`src/design/core_defs.svh`:
```
`ifndef CORE_DEFS_SVH
`define CORE_DEFS_SVH

// data path width
`define XLEN 32

`define REG_ADDR_W 5

// first fetch after reset
`define RESET_PC 32'h0000_0000

`define INSTR_BYTES 4

`endif

```
`src/design/isa_pkg.sv`:
```
`include "core_defs.svh"

package isa_pkg;

	typedef enum logic [6:0] {
		op_lui    = 7'b0110111,
		op_auipc  = 7'b0010111,
		op_jal    = 7'b1101111,
		op_jalr   = 7'b1100111,
		op_branch = 7'b1100011,
		op_load   = 7'b0000011,
		op_store  = 7'b0100011,
		op_imm    = 7'b0010011,
		op_op     = 7'b0110011
	} opcode_e;

	typedef struct packed {
		logic [6:0] funct7;
		logic [4:0] rs2;
		logic [4:0] rs1;
		logic [2:0] funct3;
		logic [4:0] rd;
		logic [6:0] opcode;
	} r_fmt_t;

	typedef struct packed {
		logic [11:0] imm;
		logic [4:0]  rs1;
		logic [2:0]  funct3;
		logic [4:0]  rd;
		logic [6:0]  opcode;
	} i_fmt_t;

	typedef struct packed {
		logic [6:0] imm_hi;
		logic [4:0] rs2;
		logic [4:0] rs1;
		logic [2:0] funct3;
		logic [4:0] imm_lo;
		logic [6:0] opcode;
	} s_fmt_t;

	typedef struct packed {
		logic       imm12;
		logic [5:0] imm10_5;
		logic [4:0] rs2;
		logic [4:0] rs1;
		logic [2:0] funct3;
		logic [3:0] imm4_1;
		logic       imm11;
		logic [6:0] opcode;
	} b_fmt_t;

	typedef struct packed {
		logic [19:0] imm;
		logic [4:0]  rd;
		logic [6:0]  opcode;
	} u_fmt_t;

	typedef struct packed {
		logic       imm20;
		logic [9:0] imm10_1;
		logic       imm11;
		logic [7:0] imm19_12;
		logic [4:0] rd;
		logic [6:0] opcode;
	} j_fmt_t;

	// one instruction word, six views
	typedef union packed {
		r_fmt_t r;
		i_fmt_t i;
		s_fmt_t s;
		b_fmt_t b;
		u_fmt_t u;
		j_fmt_t j;
	} instr_u;

	typedef enum logic [3:0] {
		alu_add, alu_sub, alu_sll, alu_slt, alu_sltu, alu_xor, alu_srl, alu_sra,
		alu_or, alu_and, alu_eq, alu_ne, alu_lt, alu_ge, alu_ltu, alu_geu
	} alu_op_e;

	typedef enum logic [1:0] {
		sz_byte = 2'b00,
		sz_half = 2'b01,
		sz_word = 2'b10
	} mem_size_e;

	typedef struct packed {
		logic [`REG_ADDR_W-1:0] rd;
		logic [`REG_ADDR_W-1:0] rs1;
		logic [`REG_ADDR_W-1:0] rs2;
		logic [`XLEN-1:0]       imm;
		alu_op_e                alu_op;
		logic                   use_imm;
		logic                   reg_write;
		logic                   is_load;
		logic                   is_store;
		logic                   is_branch;
		logic                   is_jal;
		logic                   is_jalr;
		logic                   is_lui;
		logic                   is_auipc;
		logic                   load_unsigned;
		mem_size_e              mem_size;
	} dec_t;

endpackage

```
`src/design/bus_pkg.sv`:
```
`include "core_defs.svh"

package bus_pkg;

	typedef struct packed {
		logic [`XLEN-1:0]     addr; // always word aligned
		logic [`XLEN-1:0]     wdata;
		logic [`XLEN/8-1:0]   wstrb;
		logic                 write;
	} mem_req_t;

	typedef struct packed {
		logic [`XLEN-1:0] rdata;
	} mem_rsp_t;

endpackage

```
`src/design/decoder.sv`:
```
module decoder import isa_pkg::*; (
	input  logic   clk,
	input  logic   rstn,
	input  logic   instr_valid,
	input  instr_u instr,
	output dec_t   dec
);

	dec_t nxt;

	function automatic alu_op_e arith_op(input logic [2:0] f3, input logic alt,
			input logic reg_form);
		alu_op_e op;
		case (f3)
			3'b000: op = (reg_form && alt) ? alu_sub : alu_add;
			3'b001: op = alu_sll;
			3'b010: op = alu_slt;
			3'b011: op = alu_sltu;
			3'b100: op = alu_xor;
			3'b101: op = alt ? alu_sra : alu_srl; // funct7 picks arithmetic
			3'b110: op = alu_or;
			default: op = alu_and;
		endcase
		return op;
	endfunction

	function automatic alu_op_e branch_op(input logic [2:0] f3);
		alu_op_e op;
		case (f3)
			3'b000: op = alu_eq;
			3'b001: op = alu_ne;
			3'b100: op = alu_lt;
			3'b101: op = alu_ge;
			3'b110: op = alu_ltu;
			default: op = alu_geu;
		endcase
		return op;
	endfunction

	always_comb begin
		nxt = '0;
		nxt.rd = instr.r.rd;
		nxt.rs1 = instr.r.rs1;
		nxt.rs2 = instr.r.rs2;
		nxt.alu_op = alu_add;
		nxt.mem_size = mem_size_e'(instr.i.funct3[1:0]);
		nxt.load_unsigned = instr.i.funct3[2];
		case (opcode_e'(instr.r.opcode))
			op_lui, op_auipc: begin
				nxt.imm = {instr.u.imm, 12'b0};
				nxt.reg_write = 1'b1;
				nxt.is_lui = (instr.r.opcode == op_lui);
				nxt.is_auipc = (instr.r.opcode == op_auipc);
			end
			op_jal: begin
				nxt.imm = {{12{instr.j.imm20}}, instr.j.imm19_12, instr.j.imm11,
					instr.j.imm10_1, 1'b0};
				nxt.reg_write = 1'b1;
				nxt.is_jal = 1'b1;
			end
			op_jalr: begin
				nxt.imm = {{20{instr.i.imm[11]}}, instr.i.imm};
				nxt.reg_write = 1'b1;
				nxt.is_jalr = 1'b1;
			end
			op_branch: begin
				nxt.imm = {{20{instr.b.imm12}}, instr.b.imm11, instr.b.imm10_5,
					instr.b.imm4_1, 1'b0};
				nxt.alu_op = branch_op(instr.b.funct3);
				nxt.is_branch = 1'b1;
			end
			op_load: begin
				nxt.imm = {{20{instr.i.imm[11]}}, instr.i.imm};
				nxt.use_imm = 1'b1;
				nxt.reg_write = 1'b1;
				nxt.is_load = 1'b1;
			end
			op_store: begin
				nxt.imm = {{20{instr.s.imm_hi[6]}}, instr.s.imm_hi, instr.s.imm_lo};
				nxt.use_imm = 1'b1;
				nxt.is_store = 1'b1;
			end
			op_imm: begin
				nxt.imm = {{20{instr.i.imm[11]}}, instr.i.imm};
				nxt.use_imm = 1'b1;
				nxt.reg_write = 1'b1;
				nxt.alu_op = arith_op(instr.i.funct3, instr.r.funct7[5], 1'b0);
			end
			op_op: begin
				nxt.reg_write = 1'b1;
				nxt.alu_op = arith_op(instr.r.funct3, instr.r.funct7[5], 1'b1);
			end
			default: ;
		endcase
		nxt.reg_write = nxt.reg_write && (nxt.rd != '0); // x0 target is a no-op
	end

	always_ff @(posedge clk) begin
		if (!rstn) begin
			dec <= '0;
		end else if (instr_valid) begin
			dec <= nxt;
		end
	end

	a_known_opcode: assert property (@(posedge clk) disable iff (!rstn)
		instr_valid |-> instr.r.opcode inside {op_lui, op_auipc, op_jal, op_jalr,
			op_branch, op_load, op_store, op_imm, op_op});

endmodule

```
`src/design/reg_file.sv`:
```
`include "core_defs.svh"

module reg_file (
	input  logic                   clk,
	input  logic                   rstn,
	input  logic [`REG_ADDR_W-1:0] rs1,
	input  logic [`REG_ADDR_W-1:0] rs2,
	output logic [`XLEN-1:0]       src1,
	output logic [`XLEN-1:0]       src2,
	input  logic                   wr_en,
	input  logic [`REG_ADDR_W-1:0] wr_idx,
	input  logic [`XLEN-1:0]       wr_data
);

	logic [`XLEN-1:0] regs [1:31]; // x0 has no storage

	always_ff @(posedge clk) begin
		if (!rstn) begin
			for (int i = 1; i < 32; i++) begin
				regs[i] <= '0;
			end
		end else if (wr_en && wr_idx != '0) begin
			regs[wr_idx] <= wr_data;
		end
	end

	always_ff @(posedge clk) begin
		src1 <= (rs1 == '0) ? '0 : regs[rs1];
		src2 <= (rs2 == '0) ? '0 : regs[rs2];
	end

endmodule

```
`src/design/alu.sv`:
```
`include "core_defs.svh"

module alu import isa_pkg::*; (
	input  logic             clk,
	input  logic [`XLEN-1:0] a,
	input  logic [`XLEN-1:0] src2,
	input  logic [`XLEN-1:0] imm_b,
	input  logic             use_imm,
	input  alu_op_e          op,
	output logic [`XLEN-1:0] result
);

	logic [`XLEN-1:0] b;
	logic [4:0]       shamt;
	logic             lt_s;
	logic             lt_u;
	logic             eq;

	assign b = use_imm ? imm_b : src2;
	assign shamt = b[4:0];
	assign lt_s = $signed(a) < $signed(b);
	assign lt_u = a < b;
	assign eq = (a == b);

	always_ff @(posedge clk) begin
		case (op)
			alu_add: result <= a + b;
			alu_sub: result <= a - b;
			alu_sll: result <= a << shamt;
			alu_srl: result <= a >> shamt;
			alu_sra: result <= $signed(a) >>> shamt;
			alu_xor: result <= a ^ b;
			alu_or:  result <= a | b;
			alu_and: result <= a & b;
			alu_slt, alu_lt:   result <= {{(`XLEN-1){1'b0}}, lt_s};
			alu_sltu, alu_ltu: result <= {{(`XLEN-1){1'b0}}, lt_u};
			alu_ge:  result <= {{(`XLEN-1){1'b0}}, !lt_s};
			alu_geu: result <= {{(`XLEN-1){1'b0}}, !lt_u};
			alu_eq:  result <= {{(`XLEN-1){1'b0}}, eq};
			default: result <= {{(`XLEN-1){1'b0}}, !eq}; // ne
		endcase
	end

endmodule

```
`src/design/fetch_unit.sv`:
```
`include "core_defs.svh"

module fetch_unit import isa_pkg::*, bus_pkg::*; (
	input  logic             clk,
	input  logic             rstn,
	input  logic             start,
	input  logic [`XLEN-1:0] pc,
	output logic             req,
	input  logic             ack,
	input  mem_rsp_t         rsp,
	output logic [`XLEN-1:0] addr,
	output instr_u           instr,
	output logic             done
);

	typedef enum logic [1:0] {fs_idle, fs_req, fs_drop} fstate_e;

	fstate_e state;

	always_ff @(posedge clk) begin
		if (!rstn) begin
			state <= fs_idle;
			req <= 1'b0;
			done <= 1'b0;
		end else begin
			done <= 1'b0;
			case (state)
				fs_idle: if (start) begin
					req <= 1'b1;
					state <= fs_req;
				end
				fs_req: if (ack) begin
					req <= 1'b0; // rdata taken this cycle
					state <= fs_drop;
				end
				fs_drop: if (!ack) begin
					done <= 1'b1;
					state <= fs_idle;
				end
				default: state <= fs_idle;
			endcase
		end
	end

	always_ff @(posedge clk) begin
		if (state == fs_idle && start) begin
			addr <= pc;
		end
		if (state == fs_req && ack) begin
			instr <= rsp.rdata;
		end
	end

endmodule

```
`src/design/lsu.sv`:
```
`include "core_defs.svh"

module lsu import isa_pkg::*, bus_pkg::*; (
	input  logic             clk,
	input  logic             rstn,
	input  logic             start,
	input  dec_t             dec,
	input  logic [`XLEN-1:0] base,
	input  logic [`XLEN-1:0] store_data,
	output logic             req,
	input  logic             ack,
	input  mem_rsp_t         rsp,
	output mem_req_t         out,
	output logic [`XLEN-1:0] load_data,
	output logic             done
);

	typedef enum logic [1:0] {ls_idle, ls_req, ls_drop} lstate_e;

	lstate_e          state;
	logic [`XLEN-1:0] addr;
	logic [1:0]       ofs;
	logic [`XLEN-1:0] lane_wdata;
	logic [3:0]       lane_strb;
	logic [`XLEN-1:0] rd_shift;
	logic [`XLEN-1:0] rd_ext;

	assign addr = base + dec.imm;

	always_comb begin
		case (dec.mem_size)
			sz_byte: begin
				lane_wdata = {24'b0, store_data[7:0]} << {addr[1:0], 3'b000};
				lane_strb = 4'b0001 << addr[1:0];
			end
			sz_half: begin
				lane_wdata = {16'b0, store_data[15:0]} << {addr[1:0], 3'b000};
				lane_strb = 4'b0011 << addr[1:0];
			end
			default: begin
				lane_wdata = store_data;
				lane_strb = 4'b1111;
			end
		endcase
	end

	// addressed lane moved down to bit 0
	assign rd_shift = rsp.rdata >> {ofs, 3'b000};

	always_comb begin
		case (dec.mem_size)
			sz_byte: rd_ext = {{24{rd_shift[7] & !dec.load_unsigned}}, rd_shift[7:0]};
			sz_half: rd_ext = {{16{rd_shift[15] & !dec.load_unsigned}}, rd_shift[15:0]};
			default: rd_ext = rsp.rdata;
		endcase
	end

	always_ff @(posedge clk) begin
		if (!rstn) begin
			state <= ls_idle;
			req <= 1'b0;
			done <= 1'b0;
		end else begin
			done <= 1'b0;
			case (state)
				ls_idle: if (start) begin
					req <= 1'b1;
					state <= ls_req;
				end
				ls_req: if (ack) begin
					req <= 1'b0;
					state <= ls_drop;
				end
				ls_drop: if (!ack) begin
					done <= 1'b1;
					state <= ls_idle;
				end
				default: state <= ls_idle;
			endcase
		end
	end

	always_ff @(posedge clk) begin
		if (state == ls_idle && start) begin
			out.addr <= {addr[`XLEN-1:2], 2'b00};
			out.write <= dec.is_store;
			out.wdata <= dec.is_store ? lane_wdata : '0;
			out.wstrb <= dec.is_store ? lane_strb : 4'b0000;
			ofs <= addr[1:0];
		end
		if (state == ls_req && ack && !out.write) begin
			load_data <= rd_ext;
		end
	end

	a_aligned: assert property (@(posedge clk) disable iff (!rstn)
		start && (dec.is_load || dec.is_store) |->
			(dec.mem_size != sz_half || !addr[0]) &&
			(dec.mem_size != sz_word || addr[1:0] == 2'b00));

endmodule

```
`src/design/mem_arbiter.sv`:
```
`include "core_defs.svh"

module mem_arbiter import bus_pkg::*; (
	input  logic             clk,
	input  logic             rstn,
	input  logic             f_req,
	input  logic [`XLEN-1:0] f_addr,
	output logic             f_ack,
	input  logic             l_req,
	input  mem_req_t         l_out,
	output logic             l_ack,
	output logic             port_req,
	output mem_req_t         port_out,
	input  logic             port_ack
);

	typedef enum logic [1:0] {own_none, own_fetch, own_lsu} owner_e;

	owner_e   owner;
	owner_e   cur;
	mem_req_t f_out;

	always_comb begin
		cur = owner;
		if (owner == own_none) begin
			if (l_req) begin
				cur = own_lsu; // lsu wins a tie
			end else if (f_req) begin
				cur = own_fetch;
			end
		end
	end

	assign f_out = '{addr: f_addr, default: '0};

	assign port_req = (cur == own_lsu) ? l_req : ((cur == own_fetch) ? f_req : 1'b0);
	assign port_out = (cur == own_lsu) ? l_out : f_out;
	assign f_ack = (cur == own_fetch) && port_ack;
	assign l_ack = (cur == own_lsu) && port_ack;

	always_ff @(posedge clk) begin
		if (!rstn) begin
			owner <= own_none;
		end else if (owner == own_none) begin
			owner <= cur;
		end else if (!port_req && !port_ack) begin
			owner <= own_none; // handshake complete
		end
	end

endmodule

```
`src/design/exec_ctrl.sv`:
```
`include "core_defs.svh"

module exec_ctrl import isa_pkg::*; (
	input  logic             clk,
	input  logic             rstn,
	input  dec_t             dec,
	input  logic [`XLEN-1:0] src1,
	input  logic [`XLEN-1:0] alu_result,
	input  logic [`XLEN-1:0] load_data,
	input  logic             fetch_done,
	input  logic             lsu_done,
	output logic             fetch_start,
	output logic             lsu_start,
	output logic [`XLEN-1:0] pc,
	output logic             wr_en,
	output logic [`XLEN-1:0] wr_data
);

	typedef enum logic [2:0] {st_fetch, st_fwait, st_read, st_exec, st_mem, st_wb} state_e;

	state_e           state;
	logic             taken;
	logic [`XLEN-1:0] jalr_sum;
	logic [`XLEN-1:0] next_pc;

	assign taken = dec.is_branch && (alu_result != '0);
	assign jalr_sum = src1 + dec.imm;

	always_comb begin
		next_pc = pc + `INSTR_BYTES;
		if (dec.is_jal || taken) begin
			next_pc = pc + dec.imm;
		end else if (dec.is_jalr) begin
			next_pc = {jalr_sum[`XLEN-1:1], 1'b0};
		end
	end

	always_comb begin
		if (dec.is_lui) begin
			wr_data = dec.imm;
		end else if (dec.is_auipc) begin
			wr_data = pc + dec.imm;
		end else if (dec.is_jal || dec.is_jalr) begin
			wr_data = pc + `INSTR_BYTES; // link address
		end else if (dec.is_load) begin
			wr_data = load_data;
		end else begin
			wr_data = alu_result;
		end
	end

	assign wr_en = (state == st_wb) && dec.reg_write;

	always_ff @(posedge clk) begin
		if (!rstn) begin
			state <= st_fetch;
			pc <= `RESET_PC;
			fetch_start <= 1'b0;
			lsu_start <= 1'b0;
		end else begin
			fetch_start <= 1'b0;
			lsu_start <= 1'b0;
			case (state)
				st_fetch: begin
					fetch_start <= 1'b1;
					state <= st_fwait;
				end
				st_fwait: if (fetch_done) begin
					state <= st_read; // decoder loads on this edge
				end
				st_read: state <= st_exec;
				st_exec: if (dec.is_load || dec.is_store) begin
					lsu_start <= 1'b1;
					state <= st_mem;
				end else begin
					state <= st_wb;
				end
				st_mem: if (lsu_done) begin
					state <= st_wb;
				end
				st_wb: begin
					pc <= next_pc;
					fetch_start <= 1'b1; // next fetch right away
					state <= st_fwait;
				end
				default: state <= st_fetch;
			endcase
		end
	end

endmodule

```
`src/design/rv_core.sv`:
```
`include "core_defs.svh"

module rv_core import isa_pkg::*, bus_pkg::*; (
	input  logic     clk,
	input  logic     rstn,
	output logic     port_req,
	output mem_req_t port_out,
	input  logic     port_ack,
	input  mem_rsp_t port_in
);

	instr_u           instr;
	dec_t             dec;
	logic             fetch_start;
	logic             fetch_done;
	logic             lsu_start;
	logic             lsu_done;
	logic [`XLEN-1:0] src1;
	logic [`XLEN-1:0] src2;
	logic [`XLEN-1:0] alu_result;
	logic [`XLEN-1:0] load_data;
	logic [`XLEN-1:0] pc;
	logic             wr_en;
	logic [`XLEN-1:0] wr_data;
	logic             f_req;
	logic [`XLEN-1:0] f_addr;
	logic             f_ack;
	logic             l_req;
	mem_req_t         l_out;
	logic             l_ack;

	decoder decoder_i (.clk(clk), .rstn(rstn), .instr_valid(fetch_done), .instr(instr),
		.dec(dec));

	reg_file reg_file_i (.clk(clk), .rstn(rstn), .rs1(dec.rs1), .rs2(dec.rs2), .src1(src1),
		.src2(src2), .wr_en(wr_en), .wr_idx(dec.rd), .wr_data(wr_data));

	alu alu_i (.clk(clk), .a(src1), .src2(src2), .imm_b(dec.imm), .use_imm(dec.use_imm),
		.op(dec.alu_op), .result(alu_result));

	fetch_unit fetch_unit_i (.clk(clk), .rstn(rstn), .start(fetch_start), .pc(pc),
		.req(f_req), .ack(f_ack), .rsp(port_in), .addr(f_addr), .instr(instr),
		.done(fetch_done));

	lsu lsu_i (.clk(clk), .rstn(rstn), .start(lsu_start), .dec(dec), .base(src1),
		.store_data(src2), .req(l_req), .ack(l_ack), .rsp(port_in), .out(l_out),
		.load_data(load_data), .done(lsu_done));

	mem_arbiter mem_arbiter_i (.clk(clk), .rstn(rstn), .f_req(f_req), .f_addr(f_addr),
		.f_ack(f_ack), .l_req(l_req), .l_out(l_out), .l_ack(l_ack), .port_req(port_req),
		.port_out(port_out), .port_ack(port_ack));

	exec_ctrl exec_ctrl_i (.clk(clk), .rstn(rstn), .dec(dec), .src1(src1),
		.alu_result(alu_result), .load_data(load_data), .fetch_done(fetch_done),
		.lsu_done(lsu_done), .fetch_start(fetch_start), .lsu_start(lsu_start), .pc(pc),
		.wr_en(wr_en), .wr_data(wr_data));

endmodule

```
`config.mk`:
```
export PLATFORM = sky130hd
export DESIGN_NAME = rv_core
export DESIGN_NICKNAME = d
export VERILOG_FILES = /design/src/design/isa_pkg.sv /design/src/design/bus_pkg.sv /design/src/design/decoder.sv /design/src/design/reg_file.sv /design/src/design/alu.sv /design/src/design/fetch_unit.sv /design/src/design/lsu.sv /design/src/design/mem_arbiter.sv /design/src/design/exec_ctrl.sv /design/src/design/rv_core.sv
export VERILOG_INCLUDE_DIRS = /design/src /design/src/design
export SDC_FILE = /design/constraint.sdc
export NUM_CORES = 2
export LEC_CHECK = 0
export BUFFER_PORTS_ARGS = -buffer_cell sky130_fd_sc_hd__buf_2
export CORE_ASPECT_RATIO = 1.2
export CORE_MARGIN = 5
export CORE_UTILIZATION = 40
export DETAILED_ROUTE_END_ITERATION = 7
export GPL_ROUTABILITY_DRIVEN = 0
export PLACE_DENSITY = 0.58
export SYNTH_ARGS = -nofsm -noshare
export SYNTH_HDL_FRONTEND = slang
export SYNTH_SLANG_ARGS = --single-unit
```
`constraint.sdc`:
```
create_clock -name clk -period 6.05 [get_ports clk]
set_input_delay 0.605 -clock clk [delete_from_list [all_inputs] [get_ports clk]]
set_output_delay 0.605 -clock clk [all_outputs]
set_load 0.005 [all_outputs]
```
==> impl_metrics.tcl <==
set metrics [dict create \
    ys_seq_elements 1395 \
    design.portCount 105 \
    dr.pass1.iters 8 \
    avgRoutedWirePerCell_um 32.8 \
    routed_wl_um 307000 \
    design_area_um2 89200 \
    nets 6791 \
    grt_max_degree 112 \
    placed_cells_incl_taps 9047 \
    synth.distinct_cells 99 \
    portBuffers 104 \
    cts_root_buf "clkbuf_16" \
    drt_iter0_markers 8177 \
    yosysSeqAreaShare_pct 49.5 \
    cts_sinks 1395 \
    place_worst_setup_slack_ns 1.45 \
    fmax_mhz 212 \
    fin_crit_sh_pct 77.9 \
    arrival_ns 5.43 \
    std_cell_rows 180 \
    final_cell_mix "nor2_1 (1273), edfxtp_1 (1189), mux4_2 (657), nand2_1 (295), a21oi_1 (288)" \
    core_um2 200000 \
    synthTopCellsByArea "edfxtp_1 (44%), mux4_2 (18%), nor2_1 (6.0%), dfxtp_1 (5.1%), mux2i_1 (3.2%)" \
    place_area_um2 84200 \
    worst_slack_ns 1.34 \
    area_delta_synth_final_pct 10.9 \
    fin_crit_ns 4.71 \
    startpoint_type "flip-flop" \
    power.leakage_nw 29.6 \
    stdcell_count 9349 \
    start_util_pct 40.2 \
    setup_viol 0 \
    status "finished with violations" \
    netlist_instances 6685 \
    worstSetupPathType "reg2reg" \
    antenna_found_initial 10 \
    grt_pass1_wl_um 434000 \
    final_hold_viol_count 0 \
    violations "design-rule violations" \
    synth_edf_count 1189 \
    avgSynthCellArea_um2 12.0 \
    fin_util_pct 44.6 \
    post-dp-hpwl_um 203000 \
    syn_area_um2 80500 \
    powerDensity_nw_per_um2 236 \
    die_x_um 419 \
    path_clk_slew_ns 0.07 \
    synth_ff_type "edfxtp_1" \
    required_ns 6.77 \
    cts_buffers 149 \
    synth_warnings 0 \
    skew_ns 0.0803 \
    drtAntennaViolNets 0 \
    h-tree-depth 4 \
    die_y_um 501 \
    rsz0062_at_grt "no" \
    drc 4 \
    crit_fanout 20 \
    fin_setup_tns_ns 0 \
    yosys.area.top_type_share_pct 44.4 \
    post-cts-setup-buffers 0 \
    overflow 0 \
    synthArstFlopShare_pct 0 \
    layout-drive-gt1-share_pct 20.4 \
    cp-end-kind "flip-flop" \
    clkLatencyLatePin_ns 0.85 \
    viasPerCell 6.49 \
    clk_path_buf_depth 3 \
    tightest_slew_ns 1.26 \
    slew_viol_final 0 \
    cts_tree "built" \
    grt_pass1_vias 59500 \
    final_common_cell "nor2_1" \
    hold_path_class "in2reg" \
    vdd_ir_drop_max_uv 328 \
    cap_violations 0 \
    max_slew_margin_pct 14.8 \
    power_mw 21.0 \
    fp.dieArea_um2 210000 \
    fin_hold_ws_ns 0.0666 \
    yosys.area.top_type "edfxtp_1" \
    grt_usage_pct 28.7 \
    vias 60700 \
]
==> power by group <==
group / leakage [nW] / switching [mW] / total, mW / internal (mW)
clock network: 2.34 / 4.13 / 9.15 / 5.02
registers: 13.8 / 0.146 / 10.8 / 10.7
logic: 13.5 / 0.685 / 1.10 / 0.413
==> flip-flops by register name, indices dropped and copies added, names as in the netlist <==
signal	count
reg_file_i.regs	1024
lsu_i.out	67
decoder_i.dec	63
alu_i.result	32
exec_ctrl_i.pc	32
fetch_unit_i.addr	32
fetch_unit_i.instr	32
lsu_i.load_data	32
reg_file_i.src1	32
reg_file_i.src2	32
exec_ctrl_i.state	3
fetch_unit_i.state	2
lsu_i.ofs	2
lsu_i.state	2
mem_arbiter_i.owner	2
exec_ctrl_i.fetch_start	1
exec_ctrl_i.lsu_start	1
fetch_unit_i.done	1
fetch_unit_i.req	1
lsu_i.done	1
lsu_i.req	1
==> layer usage <==
layer	track usage [%]	part of all wire [%]
met5	0	0.014
met2	46.8	47
met1	34.8	35
met4	17.7	7.8
met3	6.36	10
==> worst max-delay path, stage by stage, from the launching register on <==
cell and delay, ns:
dfxtp_2 0.71, mux2i_4 0.75, ha_1 0.47, nor3_1 0.35, nor2b_1 0.22, o21ai_1 0.16
o211a_1 0.32, a31oi_1 0.48, a21oi_1 0.27, o21a_1 0.26, o311a_1 0.28, o31a_1 0.29
==> path summary, 6_finish.rpt <==
kind / cells past startpoint / slack (ns) / from / endpoint
setup / recovery: 11 / 1.34 / decoder_i.dec[11]$_SDFFE_PN0P_ / alu_i.result[31]$_DFF_P_
hold / removal: 1 / 0.07 / port_in[20] / fetch_unit_i.instr[20]$_DFFE_PP_
setup reg to reg: 11 / 1.34 / decoder_i.dec[11]$_SDFFE_PN0P_ / alu_i.result[31]$_DFF_P_
hold reg to reg: 2 / 0.47 / decoder_i.dec[10]$_SDFFE_PN0P_ / decoder_i.dec[10]$_SDFFE_PN0P_
==> Yosys cell counts, drive strengths merged (32+ instances only) <==
| master | number |
|---|---|
| o21bai | 32 |
| a22oi | 42 |
| mux2i | 257 |
| o211ai | 51 |
| a211oi | 89 |
| inv | 176 |
| nand4 | 32 |
| mux4 | 657 |
| xnor2 | 56 |
| nor2 | 1279 |
| a31oi | 46 |
| a221oi | 35 |
| dfxtp | 206 |
| o22ai | 40 |
| nand2 | 357 |
| nor2b | 66 |
| clkbuf | 465 |
| nand3 | 73 |
| a21o | 58 |
| buf | 132 |
| o21ai | 218 |
| edfxtp | 1189 |
| ha | 169 |
| mux2 | 44 |
| a21oi | 301 |
| nor3b | 42 |
| and2 | 73 |
| nor3 | 120 |
==> timing repair <==
item / 4_1_cts / 5_1_grt
hold endpoints to repair: 23 / 0
resized for setup: 0 / 0
hold buffers: 23 / 0
==> cells by family (layout without fill, tap and decap cells) <==
| logic type | after synthesis | in the layout | synth area share (%) |
|---|---|---|---|
| buffers and inverters | 775 | 766 | 3.72 |
| adders and majority gates | 173 | 173 | 2.73 |
| xor gates and xnor gates | 86 | 86 | 0.936 |
| DFF | 1395 | 1395 | 49.5 |
| AOI/OAI and AO/OA | 1109 | 1109 | 9.01 |
| other | 1 | 35 | 0.00466 |
| muxes | 958 | 958 | 22.3 |
| and+or+nand+nor | 2188 | 2188 | 11.8 |
==> area by class of cell <==
class / instances / area, µm²
multi-input combinational: 4546 / 38300
sequential: 1395 / 39900
inverter: 178 / 671
clock buffer: 193 / 3980
tap: 2639 / 3300
fill: 18200 / 111000
antenna: 3 / 7.51
clock inverter: 82 / 860
timing repair buffer: 313 / 2270
Power figures use the tool's default switching activity.
